$ cat config.mk
export PLATFORM = sky130hd
export DESIGN_NAME = mac_mgmt_top
export DESIGN_NICKNAME = d
export VERILOG_FILES = /design/src/logic/mgmt_map_pkg.sv /design/src/logic/mac_stat_pkg.sv /design/src/logic/mac_mgmt_top.sv /design/src/logic/reg_read_port.sv /design/src/logic/stat_channel.sv /design/src/logic/report_intake.sv
export SDC_FILE = /design/constraint.sdc
export NUM_CORES = 2
export LEC_CHECK = 0
export ABC_CLOCK_PERIOD_IN_PS = 3060
export BUFFER_PORTS_ARGS = -buffer_cell sky130_fd_sc_hd__buf_2
export CAP_MARGIN = 20
export CORE_MARGIN = 2
export CORE_UTILIZATION = 48
export CTS_BUF_LIST = sky130_fd_sc_hd__clkbuf_4
export DETAILED_ROUTE_END_ITERATION = 6
export GPL_TIMING_DRIVEN = 0
export PLACE_DENSITY_LB_ADDON = 0.1
export SYNTH_ARGS = -nofsm -noshare
export SYNTH_HDL_FRONTEND = slang
export SYNTH_HIERARCHICAL = 1
export SYNTH_SLANG_ARGS = --single-unit
export TNS_END_PERCENT = 20
$ cat constraint.sdc
create_clock -name clk_if -period 3.06 [get_ports clk_if]
set_input_delay 0.306 -clock clk_if [delete_from_list [all_inputs] [get_ports clk_if]]
set_output_delay 0.306 -clock clk_if [all_outputs]
set_load 0.01 [all_outputs]
$ cat src/logic/mgmt_map_pkg.sv
package mgmt_map_pkg;

    //////////////////////////////
    // register address map
    //////////////////////////////

    typedef logic [7:0] addr_t;

    // receive bank, address n reads slot n
    localparam addr_t ADDR_RX_PKT  = 8'h00;
    localparam addr_t ADDR_RX_BYTE = 8'h01;
    localparam addr_t ADDR_RX_VLAN = 8'h02;
    localparam addr_t ADDR_RX_LLDP = 8'h03;
    localparam addr_t ADDR_RX_1588 = 8'h04;
    localparam addr_t ADDR_RX_TTE  = 8'h05;
    localparam addr_t ADDR_RX_FCS  = 8'h06;
    localparam addr_t ADDR_RX_RUNT = 8'h07;
    localparam addr_t ADDR_RX_JABR = 8'h08;
    localparam addr_t ADDR_RX_BP   = 8'h09;

    // transmit bank, flag order differs from the slot order
    localparam addr_t ADDR_TX_PKT  = 8'h10;
    localparam addr_t ADDR_TX_BYTE = 8'h11;
    localparam addr_t ADDR_TX_TTE  = 8'h12;
    localparam addr_t ADDR_TX_1588 = 8'h13;
    localparam addr_t ADDR_TX_VLAN = 8'h14;
    localparam addr_t ADDR_TX_FC   = 8'h15;

    //////////////////////////////
    // command and response
    //////////////////////////////

    // held by the requester until ack
    typedef struct packed {
        logic  valid;
        addr_t addr;
    } read_cmd_t;

    // one byte of the read burst
    typedef struct packed {
        logic       data_valid;
        logic [7:0] data;
    } resp_beat_t;

endpackage

$ cat src/logic/mac_stat_pkg.sv
package mac_stat_pkg;

    //////////////////////////////
    // report word fields
    //////////////////////////////

    // frame length in bytes
    typedef logic [11:0] len_t;

    // upper byte of a report, bit k sits at word bit 12+k
    typedef logic [7:0] flags_t;

    // receive view, error flags on top
    typedef struct packed {
        logic err_bp;
        logic err_jabber;
        logic err_runt;
        logic err_fcs;
        logic flag_tte;
        logic flag_1588;
        logic flag_lldp;
        logic flag_vlan;
        len_t len;
    } rx_view_t;

    // transmit view, no error flags
    typedef struct packed {
        logic [3:0] zero_pad;
        logic       flag_tte;
        logic       flag_1588;
        logic       flag_fc;
        logic       flag_vlan;
        len_t       len;
    } tx_view_t;

    // same 20 bits, two decodings
    typedef union packed {
        rx_view_t rx;
        tx_view_t tx;
    } report_word_u;

    // one-cycle strobe into a counter bank
    typedef struct packed {
        logic         strobe;
        report_word_u word;
    } report_evt_t;

    // error flags, upper nibble of the rx view
    localparam flags_t FLAG_ERR_MASK = 8'hF0;

    //////////////////////////////
    // counter slots and channels
    //////////////////////////////

    localparam int N_SLOTS    = 10;
    localparam int SLOT_PKT   = 0;
    localparam int SLOT_BYTE  = 1;
    // flag bit k counts in slot SLOT_FLAG0+k
    localparam int SLOT_FLAG0 = 2;

    typedef logic [$clog2(N_SLOTS)-1:0] slot_idx_t;

    localparam int N_CHAN  = 2;
    localparam int CHAN_RX = 0;
    localparam int CHAN_TX = 1;

    typedef logic [$clog2(N_CHAN)-1:0] chan_idx_t;

endpackage
$ cat src/logic/mac_mgmt_top.sv
`timescale 1ns/1ns

module mac_mgmt_top import mac_stat_pkg::*; import mgmt_map_pkg::*; #(
    parameter int CNT_WIDTH = 32
) (
    input  logic       clk_if,
    input  logic       rst_if,
    // receive report port
    input  logic       rx_mgnt_valid,
    input  rx_view_t   rx_mgnt_data,
    output logic       rx_mgnt_resp,
    // transmit report port
    input  logic       tx_mgnt_valid,
    input  tx_view_t   tx_mgnt_data,
    output logic       tx_mgnt_resp,
    // system command port
    input  read_cmd_t  read_cmd,
    output logic       sys_req_ack,
    output resp_beat_t resp_beat
);

    report_evt_t [N_CHAN-1:0]                             report_evt;
    logic        [N_CHAN-1:0][N_SLOTS-1:0][CNT_WIDTH-1:0] bank_cnt;

    // report handshakes, one event per frame
    report_intake u_intake (
        .clk_if        (clk_if),
        .rst_if        (rst_if),
        .rx_mgnt_valid (rx_mgnt_valid),
        .rx_mgnt_data  (rx_mgnt_data),
        .rx_mgnt_resp  (rx_mgnt_resp),
        .tx_mgnt_valid (tx_mgnt_valid),
        .tx_mgnt_data  (tx_mgnt_data),
        .tx_mgnt_resp  (tx_mgnt_resp),
        .report_evt    (report_evt)
    );

    //////////////////////////////
    // one bank per direction
    //////////////////////////////

    for (genvar c = 0; c < N_CHAN; c++) begin : g_bank
        stat_channel #(
            .CNT_WIDTH (CNT_WIDTH)
        ) u_chan (
            .clk_if     (clk_if),
            .rst_if     (rst_if),
            .report_evt (report_evt[c]),
            .counters   (bank_cnt[c])
        );
    end

    // reads across both banks
    reg_read_port #(
        .CNT_WIDTH (CNT_WIDTH)
    ) u_read (
        .clk_if      (clk_if),
        .rst_if      (rst_if),
        .read_cmd    (read_cmd),
        .counters    (bank_cnt),
        .sys_req_ack (sys_req_ack),
        .resp_beat   (resp_beat)
    );

endmodule

$ cat src/logic/reg_read_port.sv
`timescale 1ns/1ns

module reg_read_port import mac_stat_pkg::*; import mgmt_map_pkg::*; #(
    // multiple of 8, one beat per byte
    parameter int CNT_WIDTH = 32
) (
    input  logic                                          clk_if,
    input  logic                                          rst_if,
    input  read_cmd_t                                     read_cmd,
    input  logic [N_CHAN-1:0][N_SLOTS-1:0][CNT_WIDTH-1:0] counters,
    output logic                                          sys_req_ack,
    output resp_beat_t                                    resp_beat
);

    localparam int N_BEATS = CNT_WIDTH / 8;
    localparam int BEAT_W  = (N_BEATS > 1) ? $clog2(N_BEATS) : 1;
    localparam logic [BEAT_W-1:0] LAST_BEAT = BEAT_W'(N_BEATS - 1);

    // command states
    localparam logic [1:0] ST_IDLE  = 2'd0;
    localparam logic [1:0] ST_LOAD  = 2'd1;
    localparam logic [1:0] ST_SHIFT = 2'd2;
    localparam logic [1:0] ST_ACK   = 2'd3;

    logic [1:0]           state_q;
    logic [1:0]           state_nxt;
    addr_t                addr_q;
    logic                 sel_hit;
    chan_idx_t            sel_chan;
    slot_idx_t            sel_slot;
    logic [CNT_WIDTH-1:0] shift_q;
    logic [BEAT_W-1:0]    beat_q;

    //////////////////////////////
    // address decode
    //////////////////////////////

    always_comb begin
        sel_hit  = 1'b1;
        sel_slot = slot_idx_t'(SLOT_PKT);
        case (addr_q)
            ADDR_RX_PKT,  ADDR_TX_PKT:  sel_slot = slot_idx_t'(SLOT_PKT);
            ADDR_RX_BYTE, ADDR_TX_BYTE: sel_slot = slot_idx_t'(SLOT_BYTE);
            ADDR_RX_VLAN, ADDR_TX_VLAN: sel_slot = slot_idx_t'(SLOT_FLAG0);
            // lldp on rx, fc on tx share word bit 13
            ADDR_RX_LLDP, ADDR_TX_FC:   sel_slot = slot_idx_t'(SLOT_FLAG0 + 1);
            ADDR_RX_1588, ADDR_TX_1588: sel_slot = slot_idx_t'(SLOT_FLAG0 + 2);
            ADDR_RX_TTE,  ADDR_TX_TTE:  sel_slot = slot_idx_t'(SLOT_FLAG0 + 3);
            // rx error counters
            ADDR_RX_FCS:  sel_slot = slot_idx_t'(SLOT_FLAG0 + 4);
            ADDR_RX_RUNT: sel_slot = slot_idx_t'(SLOT_FLAG0 + 5);
            ADDR_RX_JABR: sel_slot = slot_idx_t'(SLOT_FLAG0 + 6);
            ADDR_RX_BP:   sel_slot = slot_idx_t'(SLOT_FLAG0 + 7);
            // unmapped reads zero
            default:      sel_hit  = 1'b0;
        endcase
    end

    always_comb begin
        case (addr_q)
            ADDR_TX_PKT, ADDR_TX_BYTE, ADDR_TX_TTE,
            ADDR_TX_1588, ADDR_TX_VLAN, ADDR_TX_FC: sel_chan = chan_idx_t'(CHAN_TX);
            default:                                sel_chan = chan_idx_t'(CHAN_RX);
        endcase
    end

    //////////////////////////////
    // command FSM
    //////////////////////////////

    always_comb begin
        state_nxt = state_q;
        case (state_q)
            ST_IDLE:  if (read_cmd.valid) state_nxt = ST_LOAD;
            ST_LOAD:  state_nxt = ST_SHIFT;
            ST_SHIFT: if (beat_q == LAST_BEAT) state_nxt = ST_ACK;
            // hold ack until the requester lets go
            ST_ACK:   if (!read_cmd.valid) state_nxt = ST_IDLE;
            default:  state_nxt = ST_IDLE;
        endcase
    end

    always_ff @(posedge clk_if) begin
        if (!rst_if) begin
            state_q <= ST_IDLE;
            beat_q  <= '0;
        end
        else begin
            state_q <= state_nxt;
            if (state_q == ST_LOAD) begin
                beat_q <= '0;
            end
            else if (state_q == ST_SHIFT) begin
                beat_q <= beat_q + 1'b1;
            end
        end
    end

    // address latch and byte serializer
    always_ff @(posedge clk_if) begin
        if (state_q == ST_IDLE && read_cmd.valid) begin
            addr_q <= read_cmd.addr;
        end
        if (state_q == ST_LOAD) begin
            // snapshot, counters keep running meanwhile
            shift_q <= sel_hit ? counters[sel_chan][sel_slot] : '0;
        end
        else if (state_q == ST_SHIFT) begin
            shift_q <= shift_q << 8;
        end
    end

    // msb first
    assign resp_beat.data_valid = (state_q == ST_SHIFT);
    assign resp_beat.data       = shift_q[CNT_WIDTH-1 -: 8];
    assign sys_req_ack          = (state_q == ST_ACK);

endmodule

$ cat src/logic/stat_channel.sv
`timescale 1ns/1ns

module stat_channel import mac_stat_pkg::*; #(
    parameter int CNT_WIDTH = 32
) (
    input  logic                              clk_if,
    input  logic                              rst_if,
    input  report_evt_t                       report_evt,
    output logic [N_SLOTS-1:0][CNT_WIDTH-1:0] counters
);

    rx_view_t view;
    flags_t   flags;
    logic     count_pkt;

    // both directions decode through the rx view
    assign view = report_evt.word.rx;

    // bit k of flags is word bit 12+k
    assign flags = {view.err_bp,
                    view.err_jabber,
                    view.err_runt,
                    view.err_fcs,
                    view.flag_tte,
                    view.flag_1588,
                    view.flag_lldp,
                    view.flag_vlan};

    // clean frame only
    // tx pads the error nibble with zeros, so tx frames always count
    assign count_pkt = ((flags & FLAG_ERR_MASK) == '0);

    //////////////////////////////
    // counter bank
    //////////////////////////////

    always_ff @(posedge clk_if) begin
        if (!rst_if) begin
            counters <= '0;
        end
        else if (report_evt.strobe) begin
            if (count_pkt) begin
                counters[SLOT_PKT]  <= counters[SLOT_PKT] + 1'b1;
                // length zero-extended, sum wraps
                counters[SLOT_BYTE] <= counters[SLOT_BYTE] + CNT_WIDTH'(view.len);
            end
            // one slot per flag bit
            for (int k = 0; k < $bits(flags_t); k++) begin
                if (flags[k]) begin
                    counters[SLOT_FLAG0 + k] <= counters[SLOT_FLAG0 + k] + 1'b1;
                end
            end
        end
    end

endmodule

$ cat src/logic/report_intake.sv
`timescale 1ns/1ns

module report_intake import mac_stat_pkg::*; (
    input  logic                     clk_if,
    input  logic                     rst_if,
    // receive report port
    input  logic                     rx_mgnt_valid,
    input  rx_view_t                 rx_mgnt_data,
    output logic                     rx_mgnt_resp,
    // transmit report port
    input  logic                     tx_mgnt_valid,
    input  tx_view_t                 tx_mgnt_data,
    output logic                     tx_mgnt_resp,
    // events to the counter banks
    output report_evt_t [N_CHAN-1:0] report_evt
);

    // handshake states
    localparam logic [1:0] ST_IDLE = 2'd0;
    localparam logic [1:0] ST_CAPT = 2'd1;
    localparam logic [1:0] ST_HOLD = 2'd2;

    logic         [N_CHAN-1:0]      valid_in;
    report_word_u [N_CHAN-1:0]      word_in;
    logic         [N_CHAN-1:0][1:0] sync_q;
    logic         [N_CHAN-1:0][1:0] state_q;
    logic         [N_CHAN-1:0][1:0] state_nxt;
    logic         [N_CHAN-1:0]      resp_q;
    report_word_u [N_CHAN-1:0]      capt_q;

    // both ports as one indexed set
    always_comb begin
        valid_in[CHAN_RX]   = rx_mgnt_valid;
        valid_in[CHAN_TX]   = tx_mgnt_valid;
        word_in[CHAN_RX].rx = rx_mgnt_data;
        // tx word enters through its own view
        word_in[CHAN_TX].tx = tx_mgnt_data;
    end

    //////////////////////////////
    // handshake machines
    //////////////////////////////

    always_comb begin
        for (int c = 0; c < N_CHAN; c++) begin
            state_nxt[c] = state_q[c];
            case (state_q[c])
                ST_IDLE: if (sync_q[c][1]) state_nxt[c] = ST_CAPT;
                // one cycle, strobe out
                ST_CAPT: state_nxt[c] = ST_HOLD;
                // wait for source to drop valid
                ST_HOLD: if (!sync_q[c][1]) state_nxt[c] = ST_IDLE;
                default: state_nxt[c] = ST_IDLE;
            endcase
        end
    end

    always_ff @(posedge clk_if) begin
        if (!rst_if) begin
            sync_q  <= '0;
            state_q <= {N_CHAN{ST_IDLE}};
            resp_q  <= '0;
        end
        else begin
            for (int c = 0; c < N_CHAN; c++) begin
                // two-flop synchronizer
                sync_q[c]  <= {sync_q[c][0], valid_in[c]};
                state_q[c] <= state_nxt[c];
                // lags the state by one, so rise and fall are both 4 cycles
                resp_q[c]  <= (state_q[c] != ST_IDLE);
            end
        end
    end

    // word is stable while valid is up and resp still low
    always_ff @(posedge clk_if) begin
        for (int c = 0; c < N_CHAN; c++) begin
            if (state_q[c] == ST_IDLE && sync_q[c][1]) begin
                capt_q[c] <= word_in[c];
            end
        end
    end

    always_comb begin
        for (int c = 0; c < N_CHAN; c++) begin
            report_evt[c].strobe = (state_q[c] == ST_CAPT);
            report_evt[c].word   = capt_q[c];
        end
    end

    assign rx_mgnt_resp = resp_q[CHAN_RX];
    assign tx_mgnt_resp = resp_q[CHAN_TX];

endmodule

==> results.py <==
metrics = {
    "setup_path": {
        "cp.required_ns": 3.95,
        "crit_type": "reg2reg",
        "cp.arrival_ns": 4.20,
        "cp-end-kind": "flip-flop",
        "cp-start-kind": "flip-flop",
        "r2r_cells": 9,
        "crit_fanout": 10,
    },
    "floorplanning": {
        "dieArea_um2": 81050,
        "die_h_um": 284.7,
        "start_util_pct": 48.66,
        "die_x_um": 284.7,
        "core-area_um2": 77720,
        "core.rowCount": 102,
        "ios": 65,
    },
    "timing": {
        "layout_setup_ws_ns": -0.2491,
        "worst_slew_pin_slew_ns": 1.177,
        "setup_violations": 19,
        "finalHoldViolCount": 0,
        "fmax_ghz": 0.3022,
        "slew_viol_final": 0,
        "fin_crit_sh_pct": 108.1,
        "rsz0062_at_grt": "yes",
        "holdWs_ns": 0.2437,
        "relSlewSlack_pct": 21.56,
        "skew_ns": 0.07521,
        "period_needed_ns": 3.309,
    },
    "route": {
        "vias": 36200,
        "antenna_left": 0,
        "drt_pass1_iterations": 6,
        "wl_um": 146000,
        "vias_per_cell": 5.924,
        "wl_per_cell_um": 23.90,
        "drc_errors": 0,
        "drt_iter0_markers": 3963,
    },
    "final_layout": {
        "syn_to_final_growth_pct": 17.30,
        "stdcell_count": 6111,
        "layout.nets": 5018,
        "drive_gt1_share_pct": 14.38,
    },
    "pwr": {
        "p_per_area_nw_per_um2": 529.3,
        "ir_worst_vdd_v": 0.001073,
        "power.leakage_nw": 15.15,
    },
    "cts": {
        "clock_sinks": 732,
        "max-clock-path-buffers": 3,
        "numCtsBuffers": 199,
        "h-tree-depth": 4,
        "cts_root_buf": "clkbuf_4",
        "clkTransAtPathRegs_ns": 0.07,
        "clock_latency_ns": 1.15,
        "cts_tree": "built",
    },
    "synth": {
        "syn_nets": 4618,
        "netlist_area_um2": 37820,
        "yosys_warnings": 6,
        "syn_inst": 4515,
        "synth.avg_cell_area_um2": 8.377,
    },
    "status": {
        "violations": "negative setup slack",
        "status": "finished with violations",
    },
    "min_path": {
        "holdPathStages": 4,
        "hold_path_class": "in2reg",
    },
    "placed_design": {
        "port_buffers": 64,
        "gp_congestion": 1.046,
        "dp.cells": 5625,
        "hpwl_um": 110600,
    },
    "global_routing": {
        "grt_usage_pct": 34.85,
        "grt_start_max_net_pins": 33,
        "antenna_found_initial": 8,
        "grt_overflow": 0,
        "grt_pass1_wl_um": 210800,
        "grt_pass1_vias": 32680,
    },
    "flow_run": {
        "drv.max_cap_violation_count": 0,
    },
}
[sequential cells by signal, indices dropped and copies added (netlist names)]
signal / flops
g_bank.u_chan/counters: 638
u_intake/resp_q: 2
u_intake/state_q: 4
u_intake/report_evt: 40
u_read/state_q: 2
u_read/shift_q: 32
u_read/addr_q: 8
u_intake/sync_q: 4
u_read/beat_q: 2
[final timing paths]
path              slack (ns)               start                              to
setup / recovery       -0.25    u_read/addr_q[4]              u_read/shift_q[30]
hold / removal          0.24              rst_if  g_bank[1].u_chan/counters[179]
setup reg to reg       -0.25    u_read/addr_q[4]              u_read/shift_q[30]
hold reg to reg         0.41  u_intake/sync_q[0]              u_intake/sync_q[1]
[layout make-up]
cell class | count | area, um^2
Fill cell | 7245 | 33360
Multi-Input combinational cell | 3498 | 21820
Sequential cell | 732 | 15450
Clock buffer | 303 | 2275
Timing Repair Buffer | 199 | 1723
Tap cell | 1040 | 1301
Buffer | 220 | 1250
Clock inverter | 45 | 271.5
Inverter | 65 | 244.0
Antenna cell | 9 | 22.52
[where the power goes]
group          switching [W]  internal (W)
registers           0.000174        0.0101
clock network        0.00437       0.00466
logic                0.00283       0.00131
[routing by layer]
metal | up-vias | share of wire, % | global-route usage, %
met5 | - | 0.079 | 0
met4 | 6 | 5.4 | 18.83
met3 | 351 | 9.7 | 7.448
met2 | 1705 | 43 | 51.58
met1 | 17250 | 42 | 47.40
li1 | 16890 | - | -
[timing repair]
item                                   in CTS  in global routing
resized for setup                         100                107
hold buffers                              104                  0
endpoints found under the hold margin      74                  0
setup endpoints to repair                  65                 80
setup buffers                               5                 17
cloned                                      0                  2
pin swaps                                   5                 14
[worst max-delay path, cell delays in order, from the launching register on]
cell and delay [ns]:
edfxtp_1 0.52, buf_4 0.21, a21boi_4 0.17, nand2b_1 0.08
clkbuf_1 0.60, nand3_2 0.34, nor3_1 0.53, a311oi_1 0.12
o211ai_1 0.19, a221o_1 0.34
[cell usage in the layout (no fill, tap or decap), types with 23 or more instances in the layout]
master / count
dlygate4sd3_1: 104
edfxtp_1: 80
and3_1: 89
nor2b_1: 29
a21oi_1: 238
inv_1: 63
clkbuf_1: 99
mux2i_1: 42
xor2_1: 299
buf_2: 97
nand3_1: 292
ha_1: 46
nand2_1: 580
nand4_1: 162
dfxtp_1: 652
o21ai_0: 148
and2_1: 58
o221ai_1: 23
buf_4: 53
nor3_1: 80
nor2_1: 574
and4_1: 64
a211oi_1: 24
clkinv_1: 27
clkbuf_4: 311
o211ai_1: 24
or3_1: 113
xnor2_1: 194
[through the flow]
step / TNS, ns / area (um^2) / power (W) / worst slack, ns / utilization [%]
final: -1.457 / 44360 / 0.02348 / -0.2491 / 57.08
after global routing: -0.9323 / 44350 / 0.02423 / -0.1766 / 57.06
after CTS: -0.3445 / 43630 / 0.02326 / -0.1409 / 56.14
after detailed placement: -15.45 / 39580 / 0.01404 / -0.5930 / 50.92
after global placement: -18.13 / 39440 / 0.01401 / -0.5871 / 50.75
after floorplan: 0 / 37820 / 0.01250 / 0.5878 / -
No activity file was read; power rests on OpenSTA's default activity.
